`src/common/mips_pkg.sv`:
```
`default_nettype none

package mips_pkg;

    // Fixed by the instruction format
    localparam int XLEN = 32;
    localparam int RIDX = 5;

    localparam logic [5:0] OP_RTYPE = 6'h00;
    localparam logic [5:0] OP_J     = 6'h02;
    localparam logic [5:0] OP_BEQ   = 6'h04;
    localparam logic [5:0] OP_BNE   = 6'h05;
    localparam logic [5:0] OP_ADDI  = 6'h08;
    localparam logic [5:0] OP_ANDI  = 6'h0c;
    localparam logic [5:0] OP_ORI   = 6'h0d;
    localparam logic [5:0] OP_LUI   = 6'h0f;
    localparam logic [5:0] OP_LW    = 6'h23;
    localparam logic [5:0] OP_SW    = 6'h2b;

    // R-type funct field
    localparam logic [5:0] FN_SLL = 6'h00;
    localparam logic [5:0] FN_SRL = 6'h02;
    localparam logic [5:0] FN_ADD = 6'h20;
    localparam logic [5:0] FN_SUB = 6'h22;
    localparam logic [5:0] FN_AND = 6'h24;
    localparam logic [5:0] FN_OR  = 6'h25;
    localparam logic [5:0] FN_XOR = 6'h26;
    localparam logic [5:0] FN_SLT = 6'h2a;

    typedef enum logic [3:0] {
        ALU_ADD = 4'd0,
        ALU_SUB = 4'd1,
        ALU_AND = 4'd2,
        ALU_OR  = 4'd3,
        ALU_XOR = 4'd4,
        ALU_SLT = 4'd5,
        ALU_SLL = 4'd6,
        ALU_SRL = 4'd7,
        ALU_LUI = 4'd8
    } alu_op_e;

    typedef enum logic [1:0] {
        AGU_NONE  = 2'd0,
        AGU_LOAD  = 2'd1,
        AGU_STORE = 2'd2
    } agu_op_e;

    // All zero is a bubble
    typedef struct packed {
        logic [XLEN-1:0] pc;
        logic [RIDX-1:0] rd;
        logic [RIDX-1:0] rt;
        logic [RIDX-1:0] rs;
        logic [4:0]      shamt;
        logic [25:0]     addr_offset;
        logic [XLEN-1:0] imm;
        logic [XLEN-1:0] src_a;
        logic [XLEN-1:0] src_b;
        alu_op_e         alu_op;
        logic            alu_src_imm;
        agu_op_e         agu_op;
        logic            flg_branch;
        logic            flg_branch_ne;
        logic            flg_jump;
        logic            flg_reg_wr_en;
        logic            flg_mem_wr_en;
        logic            flg_wb_src;
        logic [RIDX-1:0] dst;
    } id_ex_t;

    typedef struct packed {
        logic [XLEN-1:0] pc;
        logic [XLEN-1:0] alu_result;
        logic [XLEN-1:0] mem_addr;
        logic [XLEN-1:0] store_data;
        logic [RIDX-1:0] dst;
        logic            flg_reg_wr_en;
        logic            flg_mem_wr_en;
        logic            flg_mem_rd;
        logic            flg_wb_src;
        logic            branch_taken;
        logic [XLEN-1:0] branch_target;
    } ex_mem_t;

endpackage

`default_nettype wire

```
`src/decode/instr_decoder.sv`:
```
`default_nettype none

module instr_decoder (
    input  logic [mips_pkg::XLEN-1:0] i_instr,
    input  logic [mips_pkg::XLEN-1:0] i_pc,
    input  logic [mips_pkg::XLEN-1:0] i_rs_data,
    input  logic [mips_pkg::XLEN-1:0] i_rt_data,
    output logic [mips_pkg::RIDX-1:0] o_rs_addr,
    output logic [mips_pkg::RIDX-1:0] o_rt_addr,
    output mips_pkg::id_ex_t          o_id_ex
);

    logic [5:0]               opcode;
    logic [5:0]               funct;
    logic [15:0]              imm16;
    logic                     valid;
    mips_pkg::id_ex_t         dec;

    assign opcode    = i_instr[31:26];
    assign funct     = i_instr[5:0];
    assign imm16     = i_instr[15:0];
    assign o_rs_addr = i_instr[25:21];
    assign o_rt_addr = i_instr[20:16];

    always_comb begin
        valid           = 1'b1;
        dec             = '0;
        dec.pc          = i_pc;
        dec.rs          = i_instr[25:21];
        dec.rt          = i_instr[20:16];
        dec.rd          = i_instr[15:11];
        dec.shamt       = i_instr[10:6];
        dec.addr_offset = i_instr[25:0];
        dec.src_a       = i_rs_data;
        dec.src_b       = i_rt_data;
        dec.imm         = {{16{imm16[15]}}, imm16};
        // I-type writes rt
        dec.dst         = i_instr[20:16];

        case (opcode)
            mips_pkg::OP_RTYPE: begin
                dec.dst           = i_instr[15:11];
                dec.flg_reg_wr_en = 1'b1;
                case (funct)
                    mips_pkg::FN_ADD: dec.alu_op = mips_pkg::ALU_ADD;
                    mips_pkg::FN_SUB: dec.alu_op = mips_pkg::ALU_SUB;
                    mips_pkg::FN_AND: dec.alu_op = mips_pkg::ALU_AND;
                    mips_pkg::FN_OR:  dec.alu_op = mips_pkg::ALU_OR;
                    mips_pkg::FN_XOR: dec.alu_op = mips_pkg::ALU_XOR;
                    mips_pkg::FN_SLT: dec.alu_op = mips_pkg::ALU_SLT;
                    mips_pkg::FN_SLL: dec.alu_op = mips_pkg::ALU_SLL;
                    mips_pkg::FN_SRL: dec.alu_op = mips_pkg::ALU_SRL;
                    default:          valid      = 1'b0;
                endcase
            end
            mips_pkg::OP_ADDI: begin
                dec.alu_op        = mips_pkg::ALU_ADD;
                dec.alu_src_imm   = 1'b1;
                dec.flg_reg_wr_en = 1'b1;
            end
            mips_pkg::OP_ANDI: begin
                dec.imm           = {16'h0000, imm16};
                dec.alu_op        = mips_pkg::ALU_AND;
                dec.alu_src_imm   = 1'b1;
                dec.flg_reg_wr_en = 1'b1;
            end
            mips_pkg::OP_ORI: begin
                dec.imm           = {16'h0000, imm16};
                dec.alu_op        = mips_pkg::ALU_OR;
                dec.alu_src_imm   = 1'b1;
                dec.flg_reg_wr_en = 1'b1;
            end
            mips_pkg::OP_LUI: begin
                dec.alu_op        = mips_pkg::ALU_LUI;
                dec.alu_src_imm   = 1'b1;
                dec.flg_reg_wr_en = 1'b1;
            end
            mips_pkg::OP_LW: begin
                dec.alu_op        = mips_pkg::ALU_ADD;
                dec.alu_src_imm   = 1'b1;
                dec.agu_op        = mips_pkg::AGU_LOAD;
                dec.flg_reg_wr_en = 1'b1;
                dec.flg_wb_src    = 1'b1;
            end
            mips_pkg::OP_SW: begin
                dec.alu_op        = mips_pkg::ALU_ADD;
                dec.alu_src_imm   = 1'b1;
                dec.agu_op        = mips_pkg::AGU_STORE;
                dec.flg_mem_wr_en = 1'b1;
            end
            mips_pkg::OP_BEQ: begin
                dec.alu_op     = mips_pkg::ALU_SUB;
                dec.flg_branch = 1'b1;
            end
            mips_pkg::OP_BNE: begin
                dec.alu_op        = mips_pkg::ALU_SUB;
                dec.flg_branch    = 1'b1;
                dec.flg_branch_ne = 1'b1;
            end
            mips_pkg::OP_J: begin
                dec.flg_jump = 1'b1;
            end
            default: valid = 1'b0;
        endcase
    end

    // Unsupported encodings leave as a bubble
    assign o_id_ex = valid ? dec : '0;

endmodule

`default_nettype wire

```
`src/decode/reg_file.sv`:
```
`default_nettype none

module reg_file (
    input  logic                      i_clk,
    input  logic                      i_arst_n,
    input  logic [mips_pkg::RIDX-1:0] i_rs_addr,
    input  logic [mips_pkg::RIDX-1:0] i_rt_addr,
    output logic [mips_pkg::XLEN-1:0] o_rs_data,
    output logic [mips_pkg::XLEN-1:0] o_rt_data,
    input  logic                      i_wr_en,
    input  logic [mips_pkg::RIDX-1:0] i_wr_addr,
    input  logic [mips_pkg::XLEN-1:0] i_wr_data
);

    localparam int NREGS = 2 ** mips_pkg::RIDX;

    // Entry 0 exists only as a hard zero
    logic [mips_pkg::XLEN-1:0] regs [1:NREGS-1];

    always_ff @(posedge i_clk or negedge i_arst_n) begin
        if (!i_arst_n) begin
            for (int i = 1; i < NREGS; i++) begin
                regs[i] <= '0;
            end
        end else if (i_wr_en && (i_wr_addr != '0)) begin
            regs[i_wr_addr] <= i_wr_data;
        end
    end

    // No write bypass, reads see the value before the edge
    always_comb begin
        if (i_rs_addr == '0) begin
            o_rs_data = '0;
        end else begin
            o_rs_data = regs[i_rs_addr];
        end
    end

    always_comb begin
        if (i_rt_addr == '0) begin
            o_rt_data = '0;
        end else begin
            o_rt_data = regs[i_rt_addr];
        end
    end

endmodule

`default_nettype wire

```
`src/source/pipe_reg.sv`:
```
`default_nettype none

module pipe_reg #(
    parameter type payload_t = logic
) (
    input  logic     i_clk,
    input  logic     i_arst_n,
    input  logic     i_step,
    input  logic     i_flush,
    input  payload_t i_d,
    output payload_t o_q
);

    payload_t q;

    // Flush wins over step, an all-zero payload is a bubble
    always_ff @(posedge i_clk or negedge i_arst_n) begin
        if (!i_arst_n) begin
            q <= '0;
        end else if (i_flush) begin
            q <= '0;
        end else if (i_step) begin
            q <= i_d;
        end
    end

    assign o_q = q;

endmodule

`default_nettype wire

```
`src/execute/exec_unit.sv`:
```
`default_nettype none

module exec_unit (
    input  mips_pkg::id_ex_t  i_id_ex,
    output mips_pkg::ex_mem_t o_ex_mem
);

    logic [mips_pkg::XLEN-1:0] op_a;
    logic [mips_pkg::XLEN-1:0] op_b;
    logic [mips_pkg::XLEN-1:0] alu_res;
    logic [mips_pkg::XLEN-1:0] agu_addr;
    logic [mips_pkg::XLEN-1:0] pc_plus4;
    logic [mips_pkg::XLEN-1:0] br_target;
    logic [mips_pkg::XLEN-1:0] j_target;
    logic                      operands_eq;
    logic                      br_taken;

    assign op_a = i_id_ex.src_a;
    assign op_b = i_id_ex.alu_src_imm ? i_id_ex.imm : i_id_ex.src_b;

    always_comb begin
        case (i_id_ex.alu_op)
            mips_pkg::ALU_ADD: alu_res = op_a + op_b;
            mips_pkg::ALU_SUB: alu_res = op_a - op_b;
            mips_pkg::ALU_AND: alu_res = op_a & op_b;
            mips_pkg::ALU_OR:  alu_res = op_a | op_b;
            mips_pkg::ALU_XOR: alu_res = op_a ^ op_b;
            mips_pkg::ALU_SLT: begin
                alu_res = {{(mips_pkg::XLEN-1){1'b0}}, ($signed(op_a) < $signed(op_b))};
            end
            // Shifts take rt, never the immediate
            mips_pkg::ALU_SLL: alu_res = i_id_ex.src_b << i_id_ex.shamt;
            mips_pkg::ALU_SRL: alu_res = i_id_ex.src_b >> i_id_ex.shamt;
            mips_pkg::ALU_LUI: alu_res = {i_id_ex.imm[15:0], 16'h0000};
            default:           alu_res = '0;
        endcase
    end

    // AGU only drives an address for memory ops
    always_comb begin
        if (i_id_ex.agu_op == mips_pkg::AGU_NONE) begin
            agu_addr = '0;
        end else begin
            agu_addr = i_id_ex.src_a + i_id_ex.imm;
        end
    end

    assign pc_plus4    = i_id_ex.pc + 32'd4;
    assign br_target   = pc_plus4 + {i_id_ex.imm[mips_pkg::XLEN-3:0], 2'b00};
    assign j_target    = {pc_plus4[31:28], i_id_ex.addr_offset, 2'b00};
    assign operands_eq = (i_id_ex.src_a == i_id_ex.src_b);

    always_comb begin
        if (i_id_ex.flg_jump) begin
            br_taken = 1'b1;
        end else if (i_id_ex.flg_branch) begin
            // bne inverts the compare
            br_taken = operands_eq ^ i_id_ex.flg_branch_ne;
        end else begin
            br_taken = 1'b0;
        end
    end

    always_comb begin
        o_ex_mem               = '0;
        o_ex_mem.pc            = i_id_ex.pc;
        o_ex_mem.alu_result    = alu_res;
        o_ex_mem.mem_addr      = agu_addr;
        o_ex_mem.store_data    = i_id_ex.src_b;
        o_ex_mem.dst           = i_id_ex.dst;
        o_ex_mem.flg_reg_wr_en = i_id_ex.flg_reg_wr_en;
        o_ex_mem.flg_mem_wr_en = i_id_ex.flg_mem_wr_en;
        o_ex_mem.flg_mem_rd    = (i_id_ex.agu_op == mips_pkg::AGU_LOAD);
        o_ex_mem.flg_wb_src    = i_id_ex.flg_wb_src;
        o_ex_mem.branch_taken  = br_taken;
        o_ex_mem.branch_target = i_id_ex.flg_jump ? j_target : br_target;
    end

endmodule

`default_nettype wire

```
`src/source/mips_id_ex_top.sv`:
```
`default_nettype none

module mips_id_ex_top (
    input  logic                      i_clk,
    input  logic                      i_arst_n,
    input  logic                      i_step,
    input  logic                      i_stall,
    input  logic                      i_mem_flush,
    input  logic [mips_pkg::XLEN-1:0] i_pc,
    input  logic [mips_pkg::XLEN-1:0] i_instr,
    input  logic                      i_wb_en,
    input  logic [mips_pkg::RIDX-1:0] i_wb_addr,
    input  logic [mips_pkg::XLEN-1:0] i_wb_data,
    output mips_pkg::ex_mem_t         o_ex_mem
);

    logic [mips_pkg::RIDX-1:0] rs_addr;
    logic [mips_pkg::RIDX-1:0] rt_addr;
    logic [mips_pkg::XLEN-1:0] rs_data;
    logic [mips_pkg::XLEN-1:0] rt_data;
    mips_pkg::id_ex_t          id_ex_d;
    mips_pkg::id_ex_t          id_ex_q;
    mips_pkg::ex_mem_t         ex_mem_d;

    instr_decoder u_decoder (
        .i_instr   (i_instr),
        .i_pc      (i_pc),
        .i_rs_data (rs_data),
        .i_rt_data (rt_data),
        .o_rs_addr (rs_addr),
        .o_rt_addr (rt_addr),
        .o_id_ex   (id_ex_d)
    );

    reg_file u_reg_file (
        .i_clk     (i_clk),
        .i_arst_n  (i_arst_n),
        .i_rs_addr (rs_addr),
        .i_rt_addr (rt_addr),
        .o_rs_data (rs_data),
        .o_rt_data (rt_data),
        .i_wr_en   (i_wb_en),
        .i_wr_addr (i_wb_addr),
        .i_wr_data (i_wb_data)
    );

    // Stall turns the decode slot into a bubble
    pipe_reg #(
        .payload_t (mips_pkg::id_ex_t)
    ) u_id_ex (
        .i_clk    (i_clk),
        .i_arst_n (i_arst_n),
        .i_step   (i_step),
        .i_flush  (i_stall),
        .i_d      (id_ex_d),
        .o_q      (id_ex_q)
    );

    exec_unit u_exec (
        .i_id_ex  (id_ex_q),
        .o_ex_mem (ex_mem_d)
    );

    pipe_reg #(
        .payload_t (mips_pkg::ex_mem_t)
    ) u_ex_mem (
        .i_clk    (i_clk),
        .i_arst_n (i_arst_n),
        .i_step   (i_step),
        .i_flush  (i_mem_flush),
        .i_d      (ex_mem_d),
        .o_q      (o_ex_mem)
    );

endmodule

`default_nettype wire

```
`config.mk`:
```
export PLATFORM = sky130hd
export DESIGN_NAME = mips_id_ex_top
export DESIGN_NICKNAME = d
export VERILOG_FILES = /design/src/common/mips_pkg.sv /design/src/decode/instr_decoder.sv /design/src/decode/reg_file.sv /design/src/source/pipe_reg.sv /design/src/execute/exec_unit.sv /design/src/source/mips_id_ex_top.sv
export SDC_FILE = /design/constraint.sdc
export NUM_CORES = 2
export LEC_CHECK = 0
export ABC_CLOCK_PERIOD_IN_PS = 9600
export BUFFER_PORTS_ARGS = -buffer_cell sky130_fd_sc_hd__buf_2
export CAP_MARGIN = 10
export CORE_ASPECT_RATIO = 1.5
export CORE_MARGIN = 2
export CORE_UTILIZATION = 50
export DETAILED_ROUTE_END_ITERATION = 6
export GPL_TIMING_DRIVEN = 0
export PLACE_DENSITY = 0.67
export SLEW_MARGIN = 40
export SYNTH_ARGS = -nofsm -noshare
export SYNTH_HDL_FRONTEND = slang
export SYNTH_SLANG_ARGS = --single-unit
export TNS_END_PERCENT = 30
```
`constraint.sdc`:
```
create_clock -name i_clk -period 9.6 [get_ports i_clk]
set_input_delay 0 -clock i_clk [delete_from_list [all_inputs] [get_ports i_clk]]
set_output_delay 0 -clock i_clk [all_outputs]
set_load 0.03 [all_outputs]
```
; Word level (Yosys, flattened, before mapping)
; Index checks and enable logic that the tools add are counted.
[word_totals]
output_inout_bits = 170
reg_bits = 1339
in_bits = 107
[op_classes]
shifts = 2
n_eq_ne = 26
order_cmp = 5
bitwise = 7
n_mux = 36
reduce_logical = 17
add_sub_neg = 5
[op_table]
columns = cell, n
row1 = 992-bit bitwise mux, 1
row2 = 192-bit 2-to-1 mux, 3
row3 = 32-bit 2-to-1 mux, 11
row4 = 170-bit 2-to-1 mux, 2
row5 = 32-bit binary-select mux with 5-bit select, 2
row6 = 32-bit case mux with 9 select lines, 1
row7 = 32-bit demux with 5-bit select, 1
row8 = 32-bit adder, 3
row9 = 6-bit equality test (second input constant), 8
row10 = 32-bit by 3-bit adder with 32-bit output (second input constant), 1
row11 = 32-bit AND, 1
row12 = 32-bit equality test, 1
row13 = 32-bit less-than comparator, 1
row14 = 32-bit OR, 1
row15 = 32-bit by 5-bit left shift with 32-bit output, 1
row16 = 32-bit by 5-bit right shift with 32-bit output, 1
row17 = 32-bit subtractor, 1
row18 = 32-bit XOR, 1
row19 = 6-bit by 4-bit equality test with 1-bit output (second input constant), 4
row20 = 3-bit case mux with 7 select lines, 1
row21 = 4-bit case mux with 5 select lines, 1
row22 = 6-bit >= comparator (second input constant), 3
row23 = 5-bit inverter with 6-bit output, 3
row24 = 4-bit by 3-bit equality test with 1-bit output (second input constant), 4
row25 = 23 further kinds, 41

; Longest topological paths before layout
[depth]
ltp_word = 8
mapped_depth = 19

; Modules after synthesis
; A second synthesis with hierarchy kept.
[unflattened]
cells_unflattened = 7483
area_unflattened_um2 = 84109.4
[modules_own_cells]
columns = module, area_each_um2, n_inst, cells_per_inst
row1 = reg_file, 53385.0, 1, 4066
row2 = exec_unit, 13437.9, 1, 1958
row3 = pipe_reg at u_id_ex, 7961.4, 1, 619
row4 = pipe_reg at u_ex_mem, 6942.9, 1, 548
row5 = instr_decoder, 2382.3, 1, 292

; Least setup slack after synthesis
; No wires, ideal clock.
[synth_path]
path_kind = register -> register
start = reg u_id_ex.q, in the netlist u_id_ex.o_q[88]
end = reg u_ex_mem.q, in the netlist u_ex_mem.o_q[135]
required_time_ps = 9450
path_slack_ps = 5415
arrival_time_ps = 4035
period_less_slack_ps = 4185
path_stages_with_launch = 19
setup_time_ps = 150
path_buffers = 6
cell_sequence = dfrtp_1 -> buf_4 -> buf_6 -> buf_2 -> buf_2 -> buf_2 -> mux2i_1 -> ha_1 -> clkbuf_1 -> a21o_1 -> a31oi_1 -> o21ai_0 -> a31o_2 -> a41o_1 -> nor4b_1 -> a41o_1 -> mux2_2 -> o21ai_0 -> o311ai_0
[synth_between]
elab_chain_len = 5
[synth_rtl]
columns = item, line
row1 = start: declaration, pipe_reg.sv:14  ; payload_t q;
row2 = start signal: assignment, pipe_reg.sv:23  ; q <= i_d;
row3 = 32-bit 2-to-1 mux *, exec_unit.sv:19  ; assign op_b = i_id_ex.alu_src_imm ? i_id_ex.imm : i_id_ex.src_b;
row4 = 32-bit subtractor / 32-bit adder (equally long branches), "exec_unit.sv:24, exec_unit.sv:23"
row5 = 32-bit case mux with 9 select lines *, exec_unit.sv:22  ; case (i_id_ex.alu_op)
row6 = 170-bit 2-to-1 mux *, pipe_reg.sv:22  ; end else if (i_step) begin
row7 = 170-bit 2-to-1 mux *, pipe_reg.sv:20  ; end else if (i_flush) begin
row8 = end signal: assignment, pipe_reg.sv:23
row9 = end: declaration, pipe_reg.sv:14
; Every way passes the cells marked *; elsewhere a longest branch is shown, timed or not. The select of a mux whose other input is x is not followed.
; A chain may end at the register's enable or synchronous reset.

; Final worst setup path
[layout_path]
start = reg u_id_ex.q, in the netlist u_id_ex.o_q[88]
end = reg u_ex_mem.q, in the netlist u_ex_mem.o_q[106]
[layout_between]
elab_chain_len = 5
[layout_rtl]
columns = item, line
row1 = 32-bit 2-to-1 mux, exec_unit.sv:19
row2 = 32-bit less-than comparator, exec_unit.sv:29  ; alu_res = {{(mips_pkg::XLEN-1){1'b0}}, ($signed(op_a) < $signed(op_b))};
row3 = 32-bit case mux with 9 select lines, exec_unit.sv:22
row4 = 170-bit 2-to-1 mux, pipe_reg.sv:22
row5 = 170-bit 2-to-1 mux, pipe_reg.sv:20
; No other way between the ends. The select of a mux whose other input is x is not followed.

==> results.sh <==
export IMPL_rr_worst_depth=18
export IMPL_p_int_mw=11.2
export IMPL_synthCells=6134
export IMPL_r2r_end="u_ex_mem.o_q[106]$_DFFE_PN0P_"
export IMPL_globalplace_congestion=1.08
export IMPL_finalHoldViolCount=0
export IMPL_ys_top_cells_by_area="dfrtp_1, mux4_2, mux2_2"
export IMPL_tightest_slew_ps=1030
export IMPL_fin_nets=7034
export IMPL_track_usage_pct=43.0
export IMPL_grt_antenna_before_repair=23
export IMPL_via_per_inst=6.85
export IMPL_relSlewSlack_pct=31.2
export IMPL_synth_main_ff_cell="dfrtp_1"
export IMPL_fin_crit_sh_pct=73.1
export IMPL_start_util_pct=50.3
export IMPL_die_width_um=324
export IMPL_wl_per_cell_um=37.5
export IMPL_hold_class="in -> reg"
export IMPL_hpwl_um=255000
export IMPL_crit_end="u_ex_mem.o_q[106]$_DFFE_PN0P_"
export IMPL_mostFrequentLayoutCell="dfrtp_1"
export IMPL_fill_cells=12572
export IMPL_rows=176
export IMPL_ir_worst_vdd_v=0.000186
export IMPL_synth_top_area_share_pct=42.4
export IMPL_comb_power_share_pct=22.2
export IMPL_worst_r2r_setup_slack_ps=2580
export IMPL_clock_latency_ps=860
export IMPL_dp_cells=8502
export IMPL_p_switching_mw=4.69
export IMPL_numCtsBuffers=132
export IMPL_vias=61129
export IMPL_cts_tree="done"
export IMPL_rsz0062_at_grt="false"
export IMPL_crit_fanout=10
export IMPL_min_period_ps=7020
export IMPL_cts_sink_count=1303
export IMPL_critPathLaunchType="flop"
export IMPL_switching_share_pct=29.5
export IMPL_required_ps=10270
export IMPL_skew_ps=48.7
export IMPL_drive_above_1_share_pct=36.3
export IMPL_final_antenna_net_count=0
export IMPL_setup_viol=0
export IMPL_syn2layout_area_growth_pct=15.7
export IMPL_status="completed"
export IMPL_syn_num_nets=6403
export IMPL_finalWirelength_um=334000
export IMPL_die_area_um2=157000
export IMPL_overflow=0
export IMPL_power_leakage_nw=39.6
export IMPL_synth_edff_count=0
export IMPL_drc=0
export IMPL_slew_viol_final=0
export IMPL_io_pins=277
export IMPL_grt_pass1_wl_um=467000
export IMPL_coreArea_um2=153000
export IMPL_grt_start_max_net_pins=108
export IMPL_endpoint_kind="flop"
export IMPL_chipHeight_um=484
export IMPL_worstSetupPathType="reg -> reg"
export IMPL_arrival_ps=7690
export IMPL_syn_area_um2=76900
export IMPL_final_cell_mix="dfrtp_1, mux2_2, mux4_2"
export IMPL_cts_buffer_depth=3
export IMPL_root_buffer="clkbuf_16"
export IMPL_clkTransAtPathRegs_ps=70
export IMPL_dr_pass1_iters=6
export IMPL_stdcell_count=8928
export IMPL_timing_rr_start="u_id_ex.o_q[88]$_DFFE_PN0P_"
export IMPL_cts_htree_levels=4
export IMPL_ys_ff_latch=1303
export IMPL_drtIter0Drc=6192
export IMPL_async_reset_ff_share_pct=100
export IMPL_power_per_cell_area_nw_per_um2=179
export IMPL_synth_top_cell_by_area="dfrtp_1"
export IMPL_grt_pass1_vias=62553
export IMPL_yosysWarnings=0
export IMPL_power_frac_seq_pct=44.0
export IMPL_yosysSeqAreaShare_pct=42.4
export IMPL_synth_distinct_cells=86
export IMPL_max_freq_mhz=142
export IMPL_max_cap_violations=0
export IMPL_finalSetupTns_ps=0
export IMPL_p_clk_share_pct=33.9
export IMPL_portBuffers=261
export IMPL_synth_area_per_cell_um2=12.5
export IMPL_cts_setup_buffers=0
export IMPL_crit_path_start="u_id_ex.o_q[88]$_DFFE_PN0P_"
export IMPL_whs_ps=21.2
registers in the layout, indices dropped and copies added (netlist names):
signal,flops
u_reg_file.regs,992
u_ex_mem.o_q,170
u_id_ex.o_q,141
Yosys cell counts, drive strengths merged, types with 9 or more instances:
cell       n
a21o      58
buf      148
nor4      16
a22o      61
or3       17
xor2      37
a221oi    27
a22oi     30
nand3     51
xnor2     87
mux4     614
nor2b     29
nand3b     9
nor2     342
clkbuf   421
mux2i    261
a211oi    28
a221o     16
and2      20
nand4     22
dfrtp   1303
o21ai    237
inv      112
nor3      43
a311oi    13
a31oi     18
o211ai    44
nand2b    28
o221ai    15
nand2    325
o21bai    26
or2       15
o22ai     20
o31ai     11
and3      19
a21oi    321
ha       158
mux2     999
logic make-up after synthesis:
| logic type | Yosys count | synth area share, % |
|---|---|---|
| DFF | 1303 | 42.4 |
| xor gates and xnor gates | 124 | 1.41 |
| AOI/OAI and AO/OA | 1018 | 8.50 |
| and+or+nand+nor | 966 | 5.63 |
| adders and majority gates | 162 | 2.67 |
| muxes | 1874 | 36.0 |
| buffers and inverters | 687 | 3.42 |
what timing repair did:
| item | CTS | global route |
|---|---|---|
| hold endpoints to repair | 1246 | 0 |
| hold buffers | 169 | 0 |
| setup endpoints to repair | 0 | 0 |
| resized for setup | 0 | 0 |
worst min-delay path by stage:
stage | to | start | depth (start not counted) | slack, ps
floorplan | u_ex_mem.o_q[0]$_DFFE_PN0P_ | i_arst_n | 0 | -300
global placement | u_id_ex.o_q[176]$_DFFE_PN0P_ | i_pc[16] | 2 | 220
detailed placement | u_ex_mem.o_q[98]$_DFFE_PN0P_ | i_arst_n | 1 | -20
CTS | u_id_ex.o_q[92]$_DFFE_PN0P_ | i_instr[10] | 3 | 6
global route | u_id_ex.o_q[92]$_DFFE_PN0P_ | i_instr[10] | 3 | 10
finish | u_id_ex.o_q[92]$_DFFE_PN0P_ | i_instr[10] | 3 | 20
per-layer routing:
metal	global-route usage (%)	share of wire, %	vias up
met1	44.7	32	31280
li1	-	-	24415
met5	0.0626	0.053	-
met2	67.3	46	3735
met3	13.0	9.0	1677
met4	43.4	13	22
layout make-up:
cell class	count	area (µm²)	share of cell area, %
Multi-Input combinational cell	4144	41900	47.1
Sequential cell	1303	32600	36.6
Tap cell	2047	2560	2.88
Clock buffer	195	3910	4.39
Inverter	118	443	0.498
Buffer	569	2500	2.81
Clock inverter	39	467	0.524
Antenna cell	16	40.0	0.0450
Timing Repair Buffer	497	4540	5.10
worst max-delay path, stage by stage (launching register included):
cell       delay, ps
dfrtp_1          910
buf_4            390
buf_6            210
buf_2            360
buf_2            360
buf_2            580
mux2i_1          260
ha_1             330
clkbuf_1         250
nor4_1           540
o211ai_1         240
nand3_1          280
nand2_1          100
nand3_1          160
a21oi_1          280
o41ai_1          650
a21oi_1          280
o221ai_1         430
o2111ai_1        180
power by group through the flow:
| stage | Combinational [mW] | Clock (mW) | Sequential [mW] |
|---|---|---|---|
| 4_1_cts | 3.40 | 5.40 | 6.95 |
| 3_3_place_gp | 3.17 | 0 | 6.96 |
| 2_1_floorplan | 2.25 | 0 | 6.84 |
| 3_5_place_dp | 3.33 | 0 | 7.05 |
| 6_report | 3.52 | 5.39 | 6.99 |
| 5_1_grt | 3.65 | 5.62 | 7.07 |
through the flow:
stage / total power [mW] / util, % / cell area (µm²) / setup slack [ps]
2_1_floorplan: 9.09 / - / 76900 / 5420
3_3_place_gp: 10.1 / 52.8 / 80800 / -20250
3_5_place_dp: 10.4 / 54.0 / 82700 / 2870
4_1_cts: 15.7 / 58.0 / 88800 / 2850
5_1_grt: 16.3 / 58.1 / 89000 / 2560
6_report: 15.9 / 58.2 / 89000 / 2580
(Power assumes the default switching activity.)
